## src/dcache_pkg.sv

```systemverilog
// Widths and encodings shared by the data cache blocks
// Addresses are byte addresses, lines are a single doubleword

package dcache_pkg;

  localparam int PADDR_WIDTH = 16;
  localparam int DWORD_WIDTH = 64;

  // Physical byte address
  typedef logic [PADDR_WIDTH-1:0] paddr_t;

  // One doubleword, also one cache line
  typedef logic [DWORD_WIDTH-1:0] dword_t;

  // Byte enables toward memory
  typedef logic [DWORD_WIDTH/8-1:0] strb_t;

  // Request opcodes, lw is sign-extended on return
  typedef enum logic [1:0]
  {
    e_op_ld = 2'b00,
    e_op_lw = 2'b01,
    e_op_sd = 2'b10,
    e_op_sw = 2'b11
  } dcache_op_e;

  typedef enum logic
  {
    e_mem_rd = 1'b0,
    e_mem_wr = 1'b1
  } mem_op_e;

  // Miss engine states
  typedef enum logic [1:0]
  {
    e_idle  = 2'b00,
    e_drain = 2'b01,
    e_read  = 2'b10,
    e_wait  = 2'b11
  } engine_state_e;

endpackage

```

## src/replay_queue.sv

```systemverilog
// Requests stay in the queue until committed; replay rewinds issue to the oldest one
// Commit and replay are never asserted together

`timescale 1ns/1ps

module replay_queue
  #(parameter int queue_els_p = 8)
  (input  logic                    clk_i
  ,input  logic                    rst_n_i

  ,input  logic                    enq_v_i
  ,input  dcache_pkg::dcache_op_e  enq_op_i
  ,input  dcache_pkg::paddr_t      enq_addr_i
  ,input  dcache_pkg::dword_t      enq_data_i
  ,output logic                    enq_ready_o

  ,output logic                    issue_v_o
  ,output dcache_pkg::dcache_op_e  issue_op_o
  ,output dcache_pkg::paddr_t      issue_addr_o
  ,output dcache_pkg::dword_t      issue_data_o
  ,input  logic                    issue_yumi_i

  ,input  logic                    commit_i
  ,input  logic                    replay_i
  );

  localparam int ptr_w = (queue_els_p > 1) ? $clog2(queue_els_p) : 1;
  localparam int cnt_w = $clog2(queue_els_p + 1);

  dcache_pkg::dcache_op_e op_mem   [queue_els_p];
  dcache_pkg::paddr_t     addr_mem [queue_els_p];
  dcache_pkg::dword_t     data_mem [queue_els_p];

  logic [ptr_w-1:0] wr_ptr_r;
  logic [ptr_w-1:0] iss_ptr_r;
  logic [ptr_w-1:0] cmt_ptr_r;

  // Entries not yet committed, and of those the ones already issued
  logic [cnt_w-1:0] cnt_r;
  logic [cnt_w-1:0] iss_cnt_r;

  logic enq;

  function automatic logic [ptr_w-1:0] next_ptr(input logic [ptr_w-1:0] ptr);
    if (ptr == ptr_w'(queue_els_p - 1))
      return '0;
    else
      return ptr + 1'b1;
  endfunction

  assign enq_ready_o = (cnt_r != cnt_w'(queue_els_p));
  assign enq         = enq_v_i & enq_ready_o;

  assign issue_v_o    = (iss_cnt_r != cnt_r);
  assign issue_op_o   = op_mem[iss_ptr_r];
  assign issue_addr_o = addr_mem[iss_ptr_r];
  assign issue_data_o = data_mem[iss_ptr_r];

  always_ff @(posedge clk_i)
  begin
    if (enq)
    begin
      op_mem[wr_ptr_r]   <= enq_op_i;
      addr_mem[wr_ptr_r] <= enq_addr_i;
      data_mem[wr_ptr_r] <= enq_data_i;
    end
  end

  always_ff @(posedge clk_i or negedge rst_n_i)
  begin
    if (!rst_n_i)
    begin
      wr_ptr_r  <= '0;
      iss_ptr_r <= '0;
      cmt_ptr_r <= '0;
      cnt_r     <= '0;
      iss_cnt_r <= '0;
    end
    else
    begin
      if (enq)
        wr_ptr_r <= next_ptr(wr_ptr_r);

      // Rewind to the oldest uncommitted entry
      if (replay_i)
      begin
        iss_ptr_r <= cmt_ptr_r;
        iss_cnt_r <= '0;
      end
      else
      begin
        if (issue_yumi_i)
          iss_ptr_r <= next_ptr(iss_ptr_r);
        iss_cnt_r <= iss_cnt_r + cnt_w'(issue_yumi_i) - cnt_w'(commit_i);
      end

      if (commit_i)
        cmt_ptr_r <= next_ptr(cmt_ptr_r);

      cnt_r <= cnt_r + cnt_w'(enq) - cnt_w'(commit_i);
    end
  end

endmodule

```

## src/dcache_pipe.sv

```systemverilog
// Direct-mapped, write-through, no allocate on store miss; one doubleword per line
// A request that cannot finish in stage 2 is replayed together with everything behind it

`timescale 1ns/1ps

module dcache_pipe
  #(parameter int sets_p = 16)
  (input  logic                    clk_i
  ,input  logic                    rst_n_i

  ,input  logic                    issue_v_i
  ,input  dcache_pkg::dcache_op_e  issue_op_i
  ,input  dcache_pkg::paddr_t      issue_addr_i
  ,input  dcache_pkg::dword_t      issue_data_i
  ,output logic                    issue_yumi_o
  ,output logic                    commit_o
  ,output logic                    replay_o

  ,output logic                    resp_v_o
  ,output dcache_pkg::dword_t      resp_data_o

  ,output logic                    miss_v_o
  ,input  logic                    miss_ready_i
  ,output dcache_pkg::paddr_t      miss_addr_o

  ,output logic                    store_v_o
  ,input  logic                    store_ready_i
  ,output dcache_pkg::paddr_t      store_addr_o
  ,output dcache_pkg::dword_t      store_data_o
  ,output dcache_pkg::strb_t       store_strb_o

  ,input  logic                    fill_v_i
  ,input  dcache_pkg::paddr_t      fill_addr_i
  ,input  dcache_pkg::dword_t      fill_data_i
  );

  localparam int idx_w = (sets_p > 1) ? $clog2(sets_p) : 1;
  localparam int tag_w = dcache_pkg::PADDR_WIDTH - 3 - idx_w;

  logic                  valid_mem [sets_p];
  logic [tag_w-1:0]      tag_mem   [sets_p];
  dcache_pkg::dword_t    data_mem  [sets_p];

  // Shared write port for fills and store hits
  logic                  wr_v;
  logic [idx_w-1:0]      wr_idx;
  logic [tag_w-1:0]      wr_tag;
  dcache_pkg::dword_t    wr_data;

  logic [idx_w-1:0]      s0_idx;

  logic                  s1_v;
  dcache_pkg::dcache_op_e s1_op;
  dcache_pkg::paddr_t    s1_addr;
  dcache_pkg::dword_t    s1_data;
  logic                  s1_line_valid;
  logic [tag_w-1:0]      s1_line_tag;
  dcache_pkg::dword_t    s1_line;
  logic                  s1_fwd;
  logic                  s1_hit;
  dcache_pkg::dword_t    s1_line_fwd;

  logic                  s2_v;
  dcache_pkg::dcache_op_e s2_op;
  dcache_pkg::paddr_t    s2_addr;
  dcache_pkg::dword_t    s2_data;
  logic                  s2_hit;
  dcache_pkg::dword_t    s2_line;
  logic                  s2_is_store;
  logic                  s2_done;
  logic [31:0]           s2_word;
  dcache_pkg::dword_t    s2_load_data;
  dcache_pkg::dword_t    s2_store_line;

  logic                  miss_pending_r;
  logic                  miss_sent_r;
  dcache_pkg::paddr_t    miss_addr_r;

  // Stage 0: array read, taking a same-cycle write first
  assign s0_idx       = issue_addr_i[3 +: idx_w];
  assign issue_yumi_o = issue_v_i & ~miss_pending_r & ~replay_o;

  always_ff @(posedge clk_i)
  begin
    if (wr_v)
    begin
      tag_mem[wr_idx]  <= wr_tag;
      data_mem[wr_idx] <= wr_data;
    end
    s1_op   <= issue_op_i;
    s1_addr <= issue_addr_i;
    s1_data <= issue_data_i;
    if (wr_v && wr_idx == s0_idx)
    begin
      s1_line_valid <= 1'b1;
      s1_line_tag   <= wr_tag;
      s1_line       <= wr_data;
    end
    else
    begin
      s1_line_valid <= valid_mem[s0_idx];
      s1_line_tag   <= tag_mem[s0_idx];
      s1_line       <= data_mem[s0_idx];
    end
  end

  always_ff @(posedge clk_i or negedge rst_n_i)
  begin
    if (!rst_n_i)
    begin
      for (int i = 0; i < sets_p; i++)
        valid_mem[i] <= 1'b0;
    end
    else if (wr_v)
      valid_mem[wr_idx] <= 1'b1;
  end

  // Stage 1: tag compare, forward the line written by the older request
  assign s1_fwd      = wr_v & (wr_idx == s1_addr[3 +: idx_w]);
  assign s1_line_fwd = s1_fwd ? wr_data : s1_line;
  assign s1_hit      = (s1_fwd | s1_line_valid)
                     & ((s1_fwd ? wr_tag : s1_line_tag)
                        == s1_addr[dcache_pkg::PADDR_WIDTH-1 -: tag_w]);

  always_ff @(posedge clk_i)
  begin
    s2_op   <= s1_op;
    s2_addr <= s1_addr;
    s2_data <= s1_data;
    s2_hit  <= s1_hit;
    s2_line <= s1_line_fwd;
  end

  // Stage 2: store merge, load select, completion check
  assign s2_is_store = (s2_op == dcache_pkg::e_op_sd) | (s2_op == dcache_pkg::e_op_sw);
  assign s2_word     = s2_addr[2] ? s2_line[63:32] : s2_line[31:0];

  always_comb
  begin
    s2_store_line = s2_line;
    if (s2_op == dcache_pkg::e_op_sd)
      s2_store_line = s2_data;
    else if (s2_addr[2])
      s2_store_line[63:32] = s2_data[31:0];
    else
      s2_store_line[31:0] = s2_data[31:0];
  end

  assign s2_load_data = (s2_op == dcache_pkg::e_op_lw) ? {{32{s2_word[31]}}, s2_word} : s2_line;

  assign store_v_o    = s2_v & s2_is_store;
  assign store_addr_o = s2_addr;
  assign store_data_o = (s2_op == dcache_pkg::e_op_sd) ? s2_data : {2{s2_data[31:0]}};
  assign store_strb_o = (s2_op == dcache_pkg::e_op_sd) ? 8'hff
                      : (s2_addr[2] ? 8'hf0 : 8'h0f);

  assign s2_done     = s2_v & (s2_is_store ? store_ready_i : s2_hit);
  assign commit_o    = s2_done;
  assign replay_o    = s2_v & ~s2_done;
  assign resp_v_o    = s2_done;
  assign resp_data_o = s2_is_store ? '0 : s2_load_data;

  // Fill has priority, the pipe is empty while a miss is pending
  assign wr_v    = fill_v_i | (s2_done & s2_is_store & s2_hit);
  assign wr_idx  = fill_v_i ? fill_addr_i[3 +: idx_w] : s2_addr[3 +: idx_w];
  assign wr_tag  = fill_v_i ? fill_addr_i[dcache_pkg::PADDR_WIDTH-1 -: tag_w]
                            : s2_addr[dcache_pkg::PADDR_WIDTH-1 -: tag_w];
  assign wr_data = fill_v_i ? fill_data_i : s2_store_line;

  assign miss_v_o    = miss_pending_r & ~miss_sent_r;
  assign miss_addr_o = miss_addr_r;

  always_ff @(posedge clk_i)
  begin
    if (replay_o && !s2_is_store)
      miss_addr_r <= s2_addr;
  end

  always_ff @(posedge clk_i or negedge rst_n_i)
  begin
    if (!rst_n_i)
    begin
      s1_v           <= 1'b0;
      s2_v           <= 1'b0;
      miss_pending_r <= 1'b0;
      miss_sent_r    <= 1'b0;
    end
    else
    begin
      // Replay squashes both younger stages
      s1_v <= issue_yumi_o;
      s2_v <= s1_v & ~replay_o;
      if (fill_v_i)
      begin
        miss_pending_r <= 1'b0;
        miss_sent_r    <= 1'b0;
      end
      else
      begin
        if (replay_o && !s2_is_store)
          miss_pending_r <= 1'b1;
        if (miss_v_o && miss_ready_i)
          miss_sent_r <= 1'b1;
      end
    end
  end

endmodule

```

## src/miss_engine.sv

```systemverilog
// Store buffer drains as memory writes; a miss waits for it to empty before the read
// Exactly one memory response is expected per read, none for writes

`timescale 1ns/1ps

module miss_engine
  #(parameter int store_buf_els_p = 2)
  (input  logic                       clk_i
  ,input  logic                       rst_n_i

  ,input  logic                       miss_v_i
  ,output logic                       miss_ready_o
  ,input  dcache_pkg::paddr_t         miss_addr_i

  ,input  logic                       store_v_i
  ,output logic                       store_ready_o
  ,input  dcache_pkg::paddr_t         store_addr_i
  ,input  dcache_pkg::dword_t         store_data_i
  ,input  dcache_pkg::strb_t          store_strb_i

  ,output logic                       fill_v_o
  ,output dcache_pkg::paddr_t         fill_addr_o
  ,output dcache_pkg::dword_t         fill_data_o

  ,output logic                       mem_cmd_v_o
  ,input  logic                       mem_cmd_ready_i
  ,output dcache_pkg::mem_op_e        mem_cmd_op_o
  ,output dcache_pkg::paddr_t         mem_cmd_addr_o
  ,output dcache_pkg::dword_t         mem_cmd_data_o
  ,output dcache_pkg::strb_t          mem_cmd_strb_o

  ,input  logic                       mem_resp_v_i
  ,output logic                       mem_resp_ready_o
  ,input  dcache_pkg::dword_t         mem_resp_data_i
  );

  localparam int ptr_w = (store_buf_els_p > 1) ? $clog2(store_buf_els_p) : 1;
  localparam int cnt_w = $clog2(store_buf_els_p + 1);

  dcache_pkg::paddr_t  sb_addr [store_buf_els_p];
  dcache_pkg::dword_t  sb_data [store_buf_els_p];
  dcache_pkg::strb_t   sb_strb [store_buf_els_p];

  logic [ptr_w-1:0]    sb_wr_ptr_r;
  logic [ptr_w-1:0]    sb_rd_ptr_r;
  logic [cnt_w-1:0]    sb_cnt_r;
  logic                sb_push;
  logic                sb_pop;
  logic                sb_empty;

  dcache_pkg::engine_state_e state_r;
  dcache_pkg::paddr_t        miss_addr_r;
  logic                      rd_sel;

  function automatic logic [ptr_w-1:0] next_ptr(input logic [ptr_w-1:0] ptr);
    if (ptr == ptr_w'(store_buf_els_p - 1))
      return '0;
    else
      return ptr + 1'b1;
  endfunction

  assign sb_empty      = (sb_cnt_r == '0);
  assign store_ready_o = (sb_cnt_r != cnt_w'(store_buf_els_p));
  assign sb_push       = store_v_i & store_ready_o;

  // Read owns the command channel only in e_read, otherwise the buffer head
  assign rd_sel         = (state_r == dcache_pkg::e_read);
  assign mem_cmd_v_o    = rd_sel | ~sb_empty;
  assign mem_cmd_op_o   = rd_sel ? dcache_pkg::e_mem_rd : dcache_pkg::e_mem_wr;
  assign mem_cmd_addr_o = rd_sel ? {miss_addr_r[dcache_pkg::PADDR_WIDTH-1:3], 3'b000}
                                 : sb_addr[sb_rd_ptr_r];
  assign mem_cmd_data_o = rd_sel ? '0 : sb_data[sb_rd_ptr_r];
  assign mem_cmd_strb_o = rd_sel ? '1 : sb_strb[sb_rd_ptr_r];
  assign sb_pop         = ~rd_sel & ~sb_empty & mem_cmd_ready_i;

  assign miss_ready_o     = (state_r == dcache_pkg::e_idle);
  assign mem_resp_ready_o = (state_r == dcache_pkg::e_wait);

  assign fill_v_o    = mem_resp_ready_o & mem_resp_v_i;
  assign fill_addr_o = miss_addr_r;
  assign fill_data_o = mem_resp_data_i;

  always_ff @(posedge clk_i)
  begin
    if (sb_push)
    begin
      sb_addr[sb_wr_ptr_r] <= store_addr_i;
      sb_data[sb_wr_ptr_r] <= store_data_i;
      sb_strb[sb_wr_ptr_r] <= store_strb_i;
    end
    if (miss_v_i && miss_ready_o)
      miss_addr_r <= miss_addr_i;
  end

  always_ff @(posedge clk_i or negedge rst_n_i)
  begin
    if (!rst_n_i)
    begin
      sb_wr_ptr_r <= '0;
      sb_rd_ptr_r <= '0;
      sb_cnt_r    <= '0;
      state_r     <= dcache_pkg::e_idle;
    end
    else
    begin
      if (sb_push)
        sb_wr_ptr_r <= next_ptr(sb_wr_ptr_r);
      if (sb_pop)
        sb_rd_ptr_r <= next_ptr(sb_rd_ptr_r);
      sb_cnt_r <= sb_cnt_r + cnt_w'(sb_push) - cnt_w'(sb_pop);

      case (state_r)
        dcache_pkg::e_idle:
          if (miss_v_i)
            state_r <= dcache_pkg::e_drain;
        // Memory must see every older store before the line is read
        dcache_pkg::e_drain:
          if (sb_empty)
            state_r <= dcache_pkg::e_read;
        dcache_pkg::e_read:
          if (mem_cmd_ready_i)
            state_r <= dcache_pkg::e_wait;
        default:
          if (mem_resp_v_i)
            state_r <= dcache_pkg::e_idle;
      endcase
    end
  end

endmodule

```

## src/dcache_top.sv

```systemverilog
// Replay queue in front of a blocking write-through data cache
// Responses come back in request order with no back-pressure

`timescale 1ns/1ps

module dcache_top
  #(parameter int sets_p          = 16
  ,parameter int queue_els_p     = 8
  ,parameter int store_buf_els_p = 2
  )
  (input  logic                    clk_i
  ,input  logic                    rst_n_i

  ,input  logic                    req_v_i
  ,output logic                    req_ready_o
  ,input  dcache_pkg::dcache_op_e  req_op_i
  ,input  dcache_pkg::paddr_t      req_addr_i
  ,input  dcache_pkg::dword_t      req_data_i

  ,output logic                    resp_v_o
  ,output dcache_pkg::dword_t      resp_data_o

  ,output logic                    mem_cmd_v_o
  ,input  logic                    mem_cmd_ready_i
  ,output dcache_pkg::mem_op_e     mem_cmd_op_o
  ,output dcache_pkg::paddr_t      mem_cmd_addr_o
  ,output dcache_pkg::dword_t      mem_cmd_data_o
  ,output dcache_pkg::strb_t       mem_cmd_strb_o

  ,input  logic                    mem_resp_v_i
  ,output logic                    mem_resp_ready_o
  ,input  dcache_pkg::dword_t      mem_resp_data_i
  );

  logic                   issue_v, issue_yumi, commit, replay;
  dcache_pkg::dcache_op_e issue_op;
  dcache_pkg::paddr_t     issue_addr;
  dcache_pkg::dword_t     issue_data;

  logic                   miss_v, miss_ready;
  dcache_pkg::paddr_t     miss_addr;

  logic                   store_v, store_ready;
  dcache_pkg::paddr_t     store_addr;
  dcache_pkg::dword_t     store_data;
  dcache_pkg::strb_t      store_strb;

  logic                   fill_v;
  dcache_pkg::paddr_t     fill_addr;
  dcache_pkg::dword_t     fill_data;

  replay_queue
   #(.queue_els_p(queue_els_p))
   i_replay_queue
   (.clk_i(clk_i)
   ,.rst_n_i(rst_n_i)
   ,.enq_v_i(req_v_i)
   ,.enq_op_i(req_op_i)
   ,.enq_addr_i(req_addr_i)
   ,.enq_data_i(req_data_i)
   ,.enq_ready_o(req_ready_o)
   ,.issue_v_o(issue_v)
   ,.issue_op_o(issue_op)
   ,.issue_addr_o(issue_addr)
   ,.issue_data_o(issue_data)
   ,.issue_yumi_i(issue_yumi)
   ,.commit_i(commit)
   ,.replay_i(replay)
   );

  dcache_pipe
   #(.sets_p(sets_p))
   i_dcache_pipe
   (.clk_i(clk_i)
   ,.rst_n_i(rst_n_i)
   ,.issue_v_i(issue_v)
   ,.issue_op_i(issue_op)
   ,.issue_addr_i(issue_addr)
   ,.issue_data_i(issue_data)
   ,.issue_yumi_o(issue_yumi)
   ,.commit_o(commit)
   ,.replay_o(replay)
   ,.resp_v_o(resp_v_o)
   ,.resp_data_o(resp_data_o)
   ,.miss_v_o(miss_v)
   ,.miss_ready_i(miss_ready)
   ,.miss_addr_o(miss_addr)
   ,.store_v_o(store_v)
   ,.store_ready_i(store_ready)
   ,.store_addr_o(store_addr)
   ,.store_data_o(store_data)
   ,.store_strb_o(store_strb)
   ,.fill_v_i(fill_v)
   ,.fill_addr_i(fill_addr)
   ,.fill_data_i(fill_data)
   );

  miss_engine
   #(.store_buf_els_p(store_buf_els_p))
   i_miss_engine
   (.clk_i(clk_i)
   ,.rst_n_i(rst_n_i)
   ,.miss_v_i(miss_v)
   ,.miss_ready_o(miss_ready)
   ,.miss_addr_i(miss_addr)
   ,.store_v_i(store_v)
   ,.store_ready_o(store_ready)
   ,.store_addr_i(store_addr)
   ,.store_data_i(store_data)
   ,.store_strb_i(store_strb)
   ,.fill_v_o(fill_v)
   ,.fill_addr_o(fill_addr)
   ,.fill_data_o(fill_data)
   ,.mem_cmd_v_o(mem_cmd_v_o)
   ,.mem_cmd_ready_i(mem_cmd_ready_i)
   ,.mem_cmd_op_o(mem_cmd_op_o)
   ,.mem_cmd_addr_o(mem_cmd_addr_o)
   ,.mem_cmd_data_o(mem_cmd_data_o)
   ,.mem_cmd_strb_o(mem_cmd_strb_o)
   ,.mem_resp_v_i(mem_resp_v_i)
   ,.mem_resp_ready_o(mem_resp_ready_o)
   ,.mem_resp_data_i(mem_resp_data_i)
   );

endmodule

```

## config.mk

```make
export PLATFORM = sky130hd
export DESIGN_NAME = dcache_top
export DESIGN_NICKNAME = d
export VERILOG_FILES = /design/src/dcache_pkg.sv /design/src/replay_queue.sv /design/src/dcache_pipe.sv /design/src/miss_engine.sv /design/src/dcache_top.sv
export SDC_FILE = /design/constraint.sdc
export NUM_CORES = 2
export LEC_CHECK = 0
export BUFFER_PORTS_ARGS = -buffer_cell sky130_fd_sc_hd__buf_2
export CORE_AREA = 2 2 288 503
export DETAILED_ROUTE_END_ITERATION = 10
export DIE_AREA = 0 0 290 505
export GPL_ROUTABILITY_DRIVEN = 1
export PLACE_DENSITY = 0.88
export SLEW_MARGIN = 20
export SYNTH_ARGS = -nofsm -noshare
export SYNTH_HDL_FRONTEND = slang
export SYNTH_SLANG_ARGS = --single-unit
```

## constraint.sdc

```tcl
create_clock -name clk_i -period 19.45 [get_ports clk_i]
set_clock_uncertainty 0.15 [all_clocks]
set_input_delay 2.9175 -clock clk_i [delete_from_list [all_inputs] [get_ports clk_i]]
set_output_delay 2.9175 -clock clk_i [all_outputs]
set_load 0.01 [all_outputs]
```

== Word-level counts from Yosys, hierarchy flattened ==
Memories as Yosys holds them, arrays and structs flattened. A register that Yosys moved wholly into a read port is not among the register bits.
Cells that the tools add are included.

* Add/subtract/negate cells: 11
* $lt $le $gt $ge: 3
* Equal/unequal tests: 18
* Muxes and demuxes: 47
* Bitwise gates (word level): 29
* Reduce and logical (&&, ||, !) cells: 12

{| class="wikitable"
|+ Operator list
! operator !! count
|-
| 64-bit 2-to-1 mux || 7
|-
| 32-bit 2-to-1 mux || 3
|-
| 8-bit 2-to-1 mux || 3
|-
| 9-bit 2-to-1 mux || 2
|-
| 1-bit 2-to-1 mux || 17
|-
| 1-bit bitwise AND || 16
|-
| 16-bit 2-to-1 mux || 1
|-
| 16-bit bitwise OR || 1
|-
| 3-bit 2-to-1 mux || 5
|-
| 5-bit >= comparator (second input constant) || 2
|-
| 4-bit NOT with 5-bit output || 2
|-
| 3-bit by 1-bit adder with 3-bit output (second input constant) || 3
|-
| 3-bit == test (second input constant) || 3
|-
| 9-bit == test || 1
|-
| 4-bit by 1-bit adder with 4-bit output || 2
|-
| 2-bit == test (second input constant) || 4
|-
| 4-bit == test || 2
|-
| 2-bit 2-to-1 mux || 4
|-
| 4-bit 2-to-1 mux || 2
|-
| 4-bit by 1-bit subtractor with 4-bit output || 2
|-
| 1-bit NOT || 6
|-
| 2-bit case mux with 3 select lines || 1
|-
| 2-bit nonzero test || 3
|-
| 5-bit by 1-bit less-than comparator with 1-bit output (second input constant) || 1
|-
| 16 further kinds || 27
|}

* Register bits: 239
* Bits in writable memories: 2000
* Word-level logic and storage cells: 166
* Memories: 8

{| class="wikitable"
|+ Memory list
! memory !! words !! width !! read ports !! clocked after Yosys merged registers in !! write ports !! line !! RTL
|-
| i_dcache_pipe.data_mem || 16 || 64 || 1 || 1 || 1 || dcache_pipe.sv:42 || <nowiki>dcache_pkg::dword_t data_mem [sets_p];</nowiki>
|-
| i_replay_queue.data_mem || 8 || 64 || 1 || 1 || 1 || replay_queue.sv:32 || <nowiki>dcache_pkg::dword_t data_mem [queue_els_p];</nowiki>
|-
| i_dcache_pipe.tag_mem || 16 || 9 || 1 || 1 || 1 || dcache_pipe.sv:41 || <nowiki>logic [tag_w-1:0] tag_mem [sets_p];</nowiki>
|-
| i_miss_engine.sb_data || 2 || 64 || 1 || 0 || 1 || miss_engine.sv:41 || <nowiki>dcache_pkg::dword_t sb_data [store_buf_els_p];</nowiki>
|-
| i_replay_queue.addr_mem || 8 || 16 || 1 || 0 || 1 || replay_queue.sv:31 || <nowiki>dcache_pkg::paddr_t addr_mem [queue_els_p];</nowiki>
|-
| i_miss_engine.sb_addr || 2 || 16 || 1 || 0 || 1 || miss_engine.sv:40 || <nowiki>dcache_pkg::paddr_t sb_addr [store_buf_els_p];</nowiki>
|-
| +2 memories || -- || -- || -- || -- || -- || -- ||
|}

== Logic depth before layout (Yosys ltp) ==
* Depth in word-level cells: 11
* Mapped depth: 13
* Gate-level depth less buffers: 12

== By module ==
From an unflattened synthesis, not the netlist that was laid out.

* Cell total of the unflattened synthesis: 4153
* Area, all modules: 87745.4 um^2

{| class="wikitable"
|+ By module, submodules not included
! module !! instances !! cells each !! area each (um^2) !! seq. area each (um^2)
|-
| dcache_pipe || 1 || 2597 || 53989.3 || 40659.0
|-
| replay_queue || 1 || 1047 || 25669.6 || 20124.3
|-
| miss_engine || 1 || 509 || 8086.5 || 5915.7
|}

== Worst setup path before layout ==
No wires, ideal clock.

* Path kind: input -> register
* Start: in req_v_i
* End: mem i_replay_queue.addr_mem[0][0] (netlist name) (enable)
* Arrival time: 10.792 ns
* Data required time: 18.576 ns
* Setup slack: 7.784 ns
* Stages: 2
* Path buffers: 0
* Path through: nand2_1 > nor4_1

* Cells in the longest elaborated chain, start to end: 3

{| class="wikitable"
|+ RTL lines
! element !! line !! RTL
|-
| start, declared || dcache_top.sv:14 || <nowiki>,input logic req_v_i</nowiki>
|-
| 1-bit bitwise AND || replay_queue.sv:52 || <nowiki>assign enq = enq_v_i & enq_ready_o;</nowiki>
|-
| 1-bit 2-to-1 mux || replay_queue.sv:61 || <nowiki>if (enq)</nowiki>
|-
| 1-bit 2-to-1 mux (not written as such) || replay_queue.sv:64 || <nowiki>addr_mem[wr_ptr_r] <= enq_addr_i;</nowiki>
|-
| end, declared || replay_queue.sv:31 ||
|}

No other way between the ends.

== Worst setup path after layout ==
* Start: reg i_miss_engine.state_r[0]
* End: out mem_cmd_strb_o[4]

* Cells in the longest elaborated chain, start to end: 2

{| class="wikitable"
|+ RTL lines
! element !! line !! RTL
|-
| start, declared || miss_engine.sv:51 || <nowiki>dcache_pkg::engine_state_e state_r;</nowiki>
|-
| start signal, assigned || miss_engine.sv:102 || <nowiki>state_r <= dcache_pkg::e_idle;</nowiki>
|-
| start signal, assigned || miss_engine.sv:115 || <nowiki>state_r <= dcache_pkg::e_drain;</nowiki>
|-
| start signal, assigned || miss_engine.sv:119 || <nowiki>state_r <= dcache_pkg::e_read;</nowiki>
|-
| 2-bit == test || miss_engine.sv:67 || <nowiki>assign rd_sel = (state_r == dcache_pkg::e_read);</nowiki>
|-
| 8-bit 2-to-1 mux || miss_engine.sv:73 || <nowiki>assign mem_cmd_strb_o = rd_sel ? '1 : sb_strb[sb_rd_ptr_r];</nowiki>
|-
| end, declared || dcache_top.sv:28 || <nowiki>,output dcache_pkg::strb_t mem_cmd_strb_o</nowiki>
|}

No other way between the ends.

==> impl_metrics.py <==
metrics = {
    "global_routing": {
        "grt.overflow.total": 0,
        "grt_max_degree": 150,
        "grt_pass1_wl_um": 336600,
        "grt_pass1_vias": 46393,
        "antenna_found_initial": 42,
        "grt_use_total": 0.3257,
    },
    "worst_setup_path": {
        "worstRegToRegCells": 6,
        "worstPathArrival_ns": 3.68,
        "start_kind": "flop",
        "critPathRequiredTime_ns": 16.38,
        "r2r-end": "i_dcache_pipe.data_mem[11][59]",
        "critPathKind": "flop to output pin",
        "regToRegSetupSlack_ns": 14.75,
        "cp-endpoint": "mem_cmd_strb_o[4]",
        "crit_fanout": 59,
        "reg2reg_from": "i_miss_engine.state_r[1]",
        "crit_path_end_kind": "output pin",
        "cp-startpoint": "i_miss_engine.state_r[0]",
    },
    "placement": {
        "dpl.hpwl_um": 132000,
        "dpl_cell_area_um2": 90360,
        "portBuffers": 307,
        "place.gp.congestion": 0.8818,
        "dp_slack_ns": 12.69,
    },
    "min_path": {
        "whs_path_depth": 0,
        "hold_class": "flop to flop",
    },
    "die": {
        "core-area_um2": 142200,
        "chipHeight_um": 505,
        "initial_core_util": 0.6067,
        "die_x_um": 290,
        "rows": 183,
        "ios": 308,
        "dieArea_um2": 146500,
    },
    "drt": {
        "met1_length_um": 71490,
        "wl_met2_um": 117200,
        "vias_per_cell": 6.886,
        "wire_per_inst_um": 35.92,
        "drtPass1Iterations": 9,
        "ant_nets": 0,
        "wl_met3_um": 34680,
        "drt_iter0_drc": 7677,
        "top_layer": "met5",
        "dr_total_vias": 45511,
        "routed_wirelength_um": 237400,
        "drc": 0,
    },
    "sta": {
        "fin_crit_sh": 0.3468,
        "relSlewSlack": 0.1812,
        "setup_viol": 0,
        "finalCriticalPeriod_ns": 6.746,
        "worst_slack_ns": 12.70,
        "finalMaxSlewViolations": 0,
        "hold_violations": 0,
        "rsz0062_at_grt": "false",
        "tns_ns": 0,
        "worst_pin_slew_ns": 1.228,
        "clock.fmax_mhz": 148.2,
    },
    "logic_synthesis": {
        "ys_types": 58,
        "netlist_area_um2": 86270,
        "synthesis.instances": 4174,
        "ys_seq_elements": 2287,
        "seq_area_frac_synth": 0.7669,
        "avgSynthCellArea_um2": 20.67,
        "syn_nets": 4348,
        "synth_edf_count": 2014,
        "ys.flop_type": "edfxtp_1",
        "async_flop_share": 0.01880,
        "ys_warn_count": 0,
    },
    "clock_network": {
        "post-cts-setup-buffers": 0,
        "path_clk_slew_ns": 0.07,
        "root_buffer": "clkbuf_16",
        "cts_hold_buf": 0,
        "htreeDepth": 4,
        "cts_tree": "done",
        "clkLatencyLatePin_ns": 0.84,
        "cts_resized": 0,
        "cts_num_sinks": 2287,
        "cts_made_buffers": 183,
        "clockBufferDepth": 3,
    },
    "final_layout": {
        "fillers": 7836,
        "drive_gt1_frac": 0.3040,
        "areaGrowthSynthToFinish_pct": 12.12,
        "final_cell_area_um2": 96730,
        "multi_input_area_um2": 19370,
        "final_nets": 4742,
        "seq_area_um2": 66190,
    },
    "flow_run": {
        "maxCapViolations": 0,
    },
    "status": {
        "status": "complete, no violations",
    },
    "power": {
        "p_leak_nw": 32.83,
        "total_power_mw": 16.72,
        "powerDensity_nw_per_um2": 172.8,
        "max-vdd-ir-drop_mv": 0.1266,
    },
}
-- worst min path at each step --
| stage | from | end | slack [ns] |
|---|---|---|---|
| after floorplan | i_dcache_pipe.s1_data[0] | i_dcache_pipe.s2_data[0] | 0.16 |
| after global placement | i_dcache_pipe.s1_data[12] | i_dcache_pipe.s2_data[12] | 0.16 |
| after detailed placement | i_dcache_pipe.s1_data[43] | i_dcache_pipe.s2_data[43] | 0.16 |
| after CTS | i_dcache_pipe.s1_data[36] | i_dcache_pipe.s2_data[36] | 0.18 |
| after global routing | i_dcache_pipe.s1_data[36] | i_dcache_pipe.s2_data[36] | 0.18 |
| final | i_dcache_pipe.s1_op[1] | i_dcache_pipe.s2_op[1] | 0.17 |
-- registers in the layout, summed over array words and instances (netlist names), 32 cells and up --
register and count:
i_dcache_pipe.data_mem 1024, i_dcache_pipe.s1_data 64, i_dcache_pipe.s2_data 64, i_dcache_pipe.s2_line 64, i_dcache_pipe.tag_mem 144, i_miss_engine.sb_addr 32, i_miss_engine.sb_data 128, i_replay_queue.addr_mem 128
i_replay_queue.data_mem 512
-- critical path, cell delays in order (launching register included) --
cell     delay (ns)
dfrtp_1        0.43
inv_1          0.18
ha_4           0.47
buf_4          0.79
inv_1          0.57
nand2_1        0.25
buf_2          0.16
-- kinds of logic (layout without fill, tap and decap cells) --
logic type / Yosys count / after routing / share of synthesized area
flops: 2287 / 2287 / 0.7669
buf+inv: 249 / 802 / 0.01230
xor+xnor: 19 / 19 / 0.001929
fa+ha+maj: 23 / 23 / 0.003510
compound gates: 183 / 183 / 0.01323
simple gates: 609 / 609 / 0.03060
mux: 804 / 804 / 0.1715
other cells: 0 / 32 / 0
-- where the power goes --
group          switching [mW]  total [mW]  internal, mW
logic                    3.22        5.33          2.11
registers               0.758        7.58          6.82
clock network            1.76        3.82          2.05
total                    5.74        16.7          11.0
-- stage by stage --
stage	util	hold WS, ns	instances
after floorplan	-	0.1596	4174
after global placement	0.6354	0.1602	6229
after detailed placement	0.6355	0.1621	6229
after CTS	0.6785	0.1769	6573
after global routing	0.6798	0.1803	6581
final	0.6803	0.1734	6609
-- cells in the final DEF, fill, tap and decap left out, types with 12 or more instances in the layout --
cell type	instances
a21o_1	37
a21oi_1	24
a21oi_2	16
buf_2	306
buf_4	119
bufinv_16	12
clkbuf_1	45
clkbuf_16	190
clkbuf_8	21
clkinv_1	19
clkinv_2	32
dfrtp_1	39
dfxtp_1	226
diode_2	32
edfxtp_1	2014
ha_1	20
inv_1	27
mux2_2	114
mux2i_1	163
mux4_2	522
nand2_1	358
nand3b_1	35
nor2_1	117
nor2_4	20
o21ai_0	55
or2_2	17
xnor2_1	12
-- cells in the mapped netlist (all sizes together) (9+ instances only) --
library cell / number / area [um2]
dfrtp: 43 / 1076
nand2b: 9 / 56.30
nand3b: 35 / 262.8
nor3: 12 / 65.06
or2: 17 / 106.4
mux2: 114 / 1284
mux4: 526 / 11860
edfxtp: 2014 / 60480
a21oi: 40 / 200.2
nand2: 359 / 1348
xnor2: 12 / 105.1
nor2: 137 / 514.2
buf: 86 / 449.2
mux2i: 164 / 1654
inv: 27 / 101.4
dfxtp: 230 / 4604
clkbuf: 136 / 510.5
ha: 21 / 262.8
o21ai: 64 / 320.3
a21o: 37 / 277.8
a31oi: 9 / 56.30
-- area by class of cell --
| cell class | instances | share of cell area |
|---|---|---|
| Multi-Input combinational cell | 1638 | 0.2003 |
| Inverter | 27 | 0.001048 |
| Clock buffer | 256 | 0.05389 |
| Clock inverter | 88 | 0.009365 |
| Sequential cell | 2287 | 0.6843 |
| Antenna cell | 32 | 0.0008278 |
| Timing Repair Buffer | 431 | 0.02637 |
| Tap cell | 1850 | 0.02393 |
-- layer usage --
layer,vias up,GRT usage
met5,-,0
met4,46,0.1707
met3,841,0.1135
met2,4076,0.5353
met1,22973,0.3802
li1,17575,-
Power figures use the tool's default switching activity.
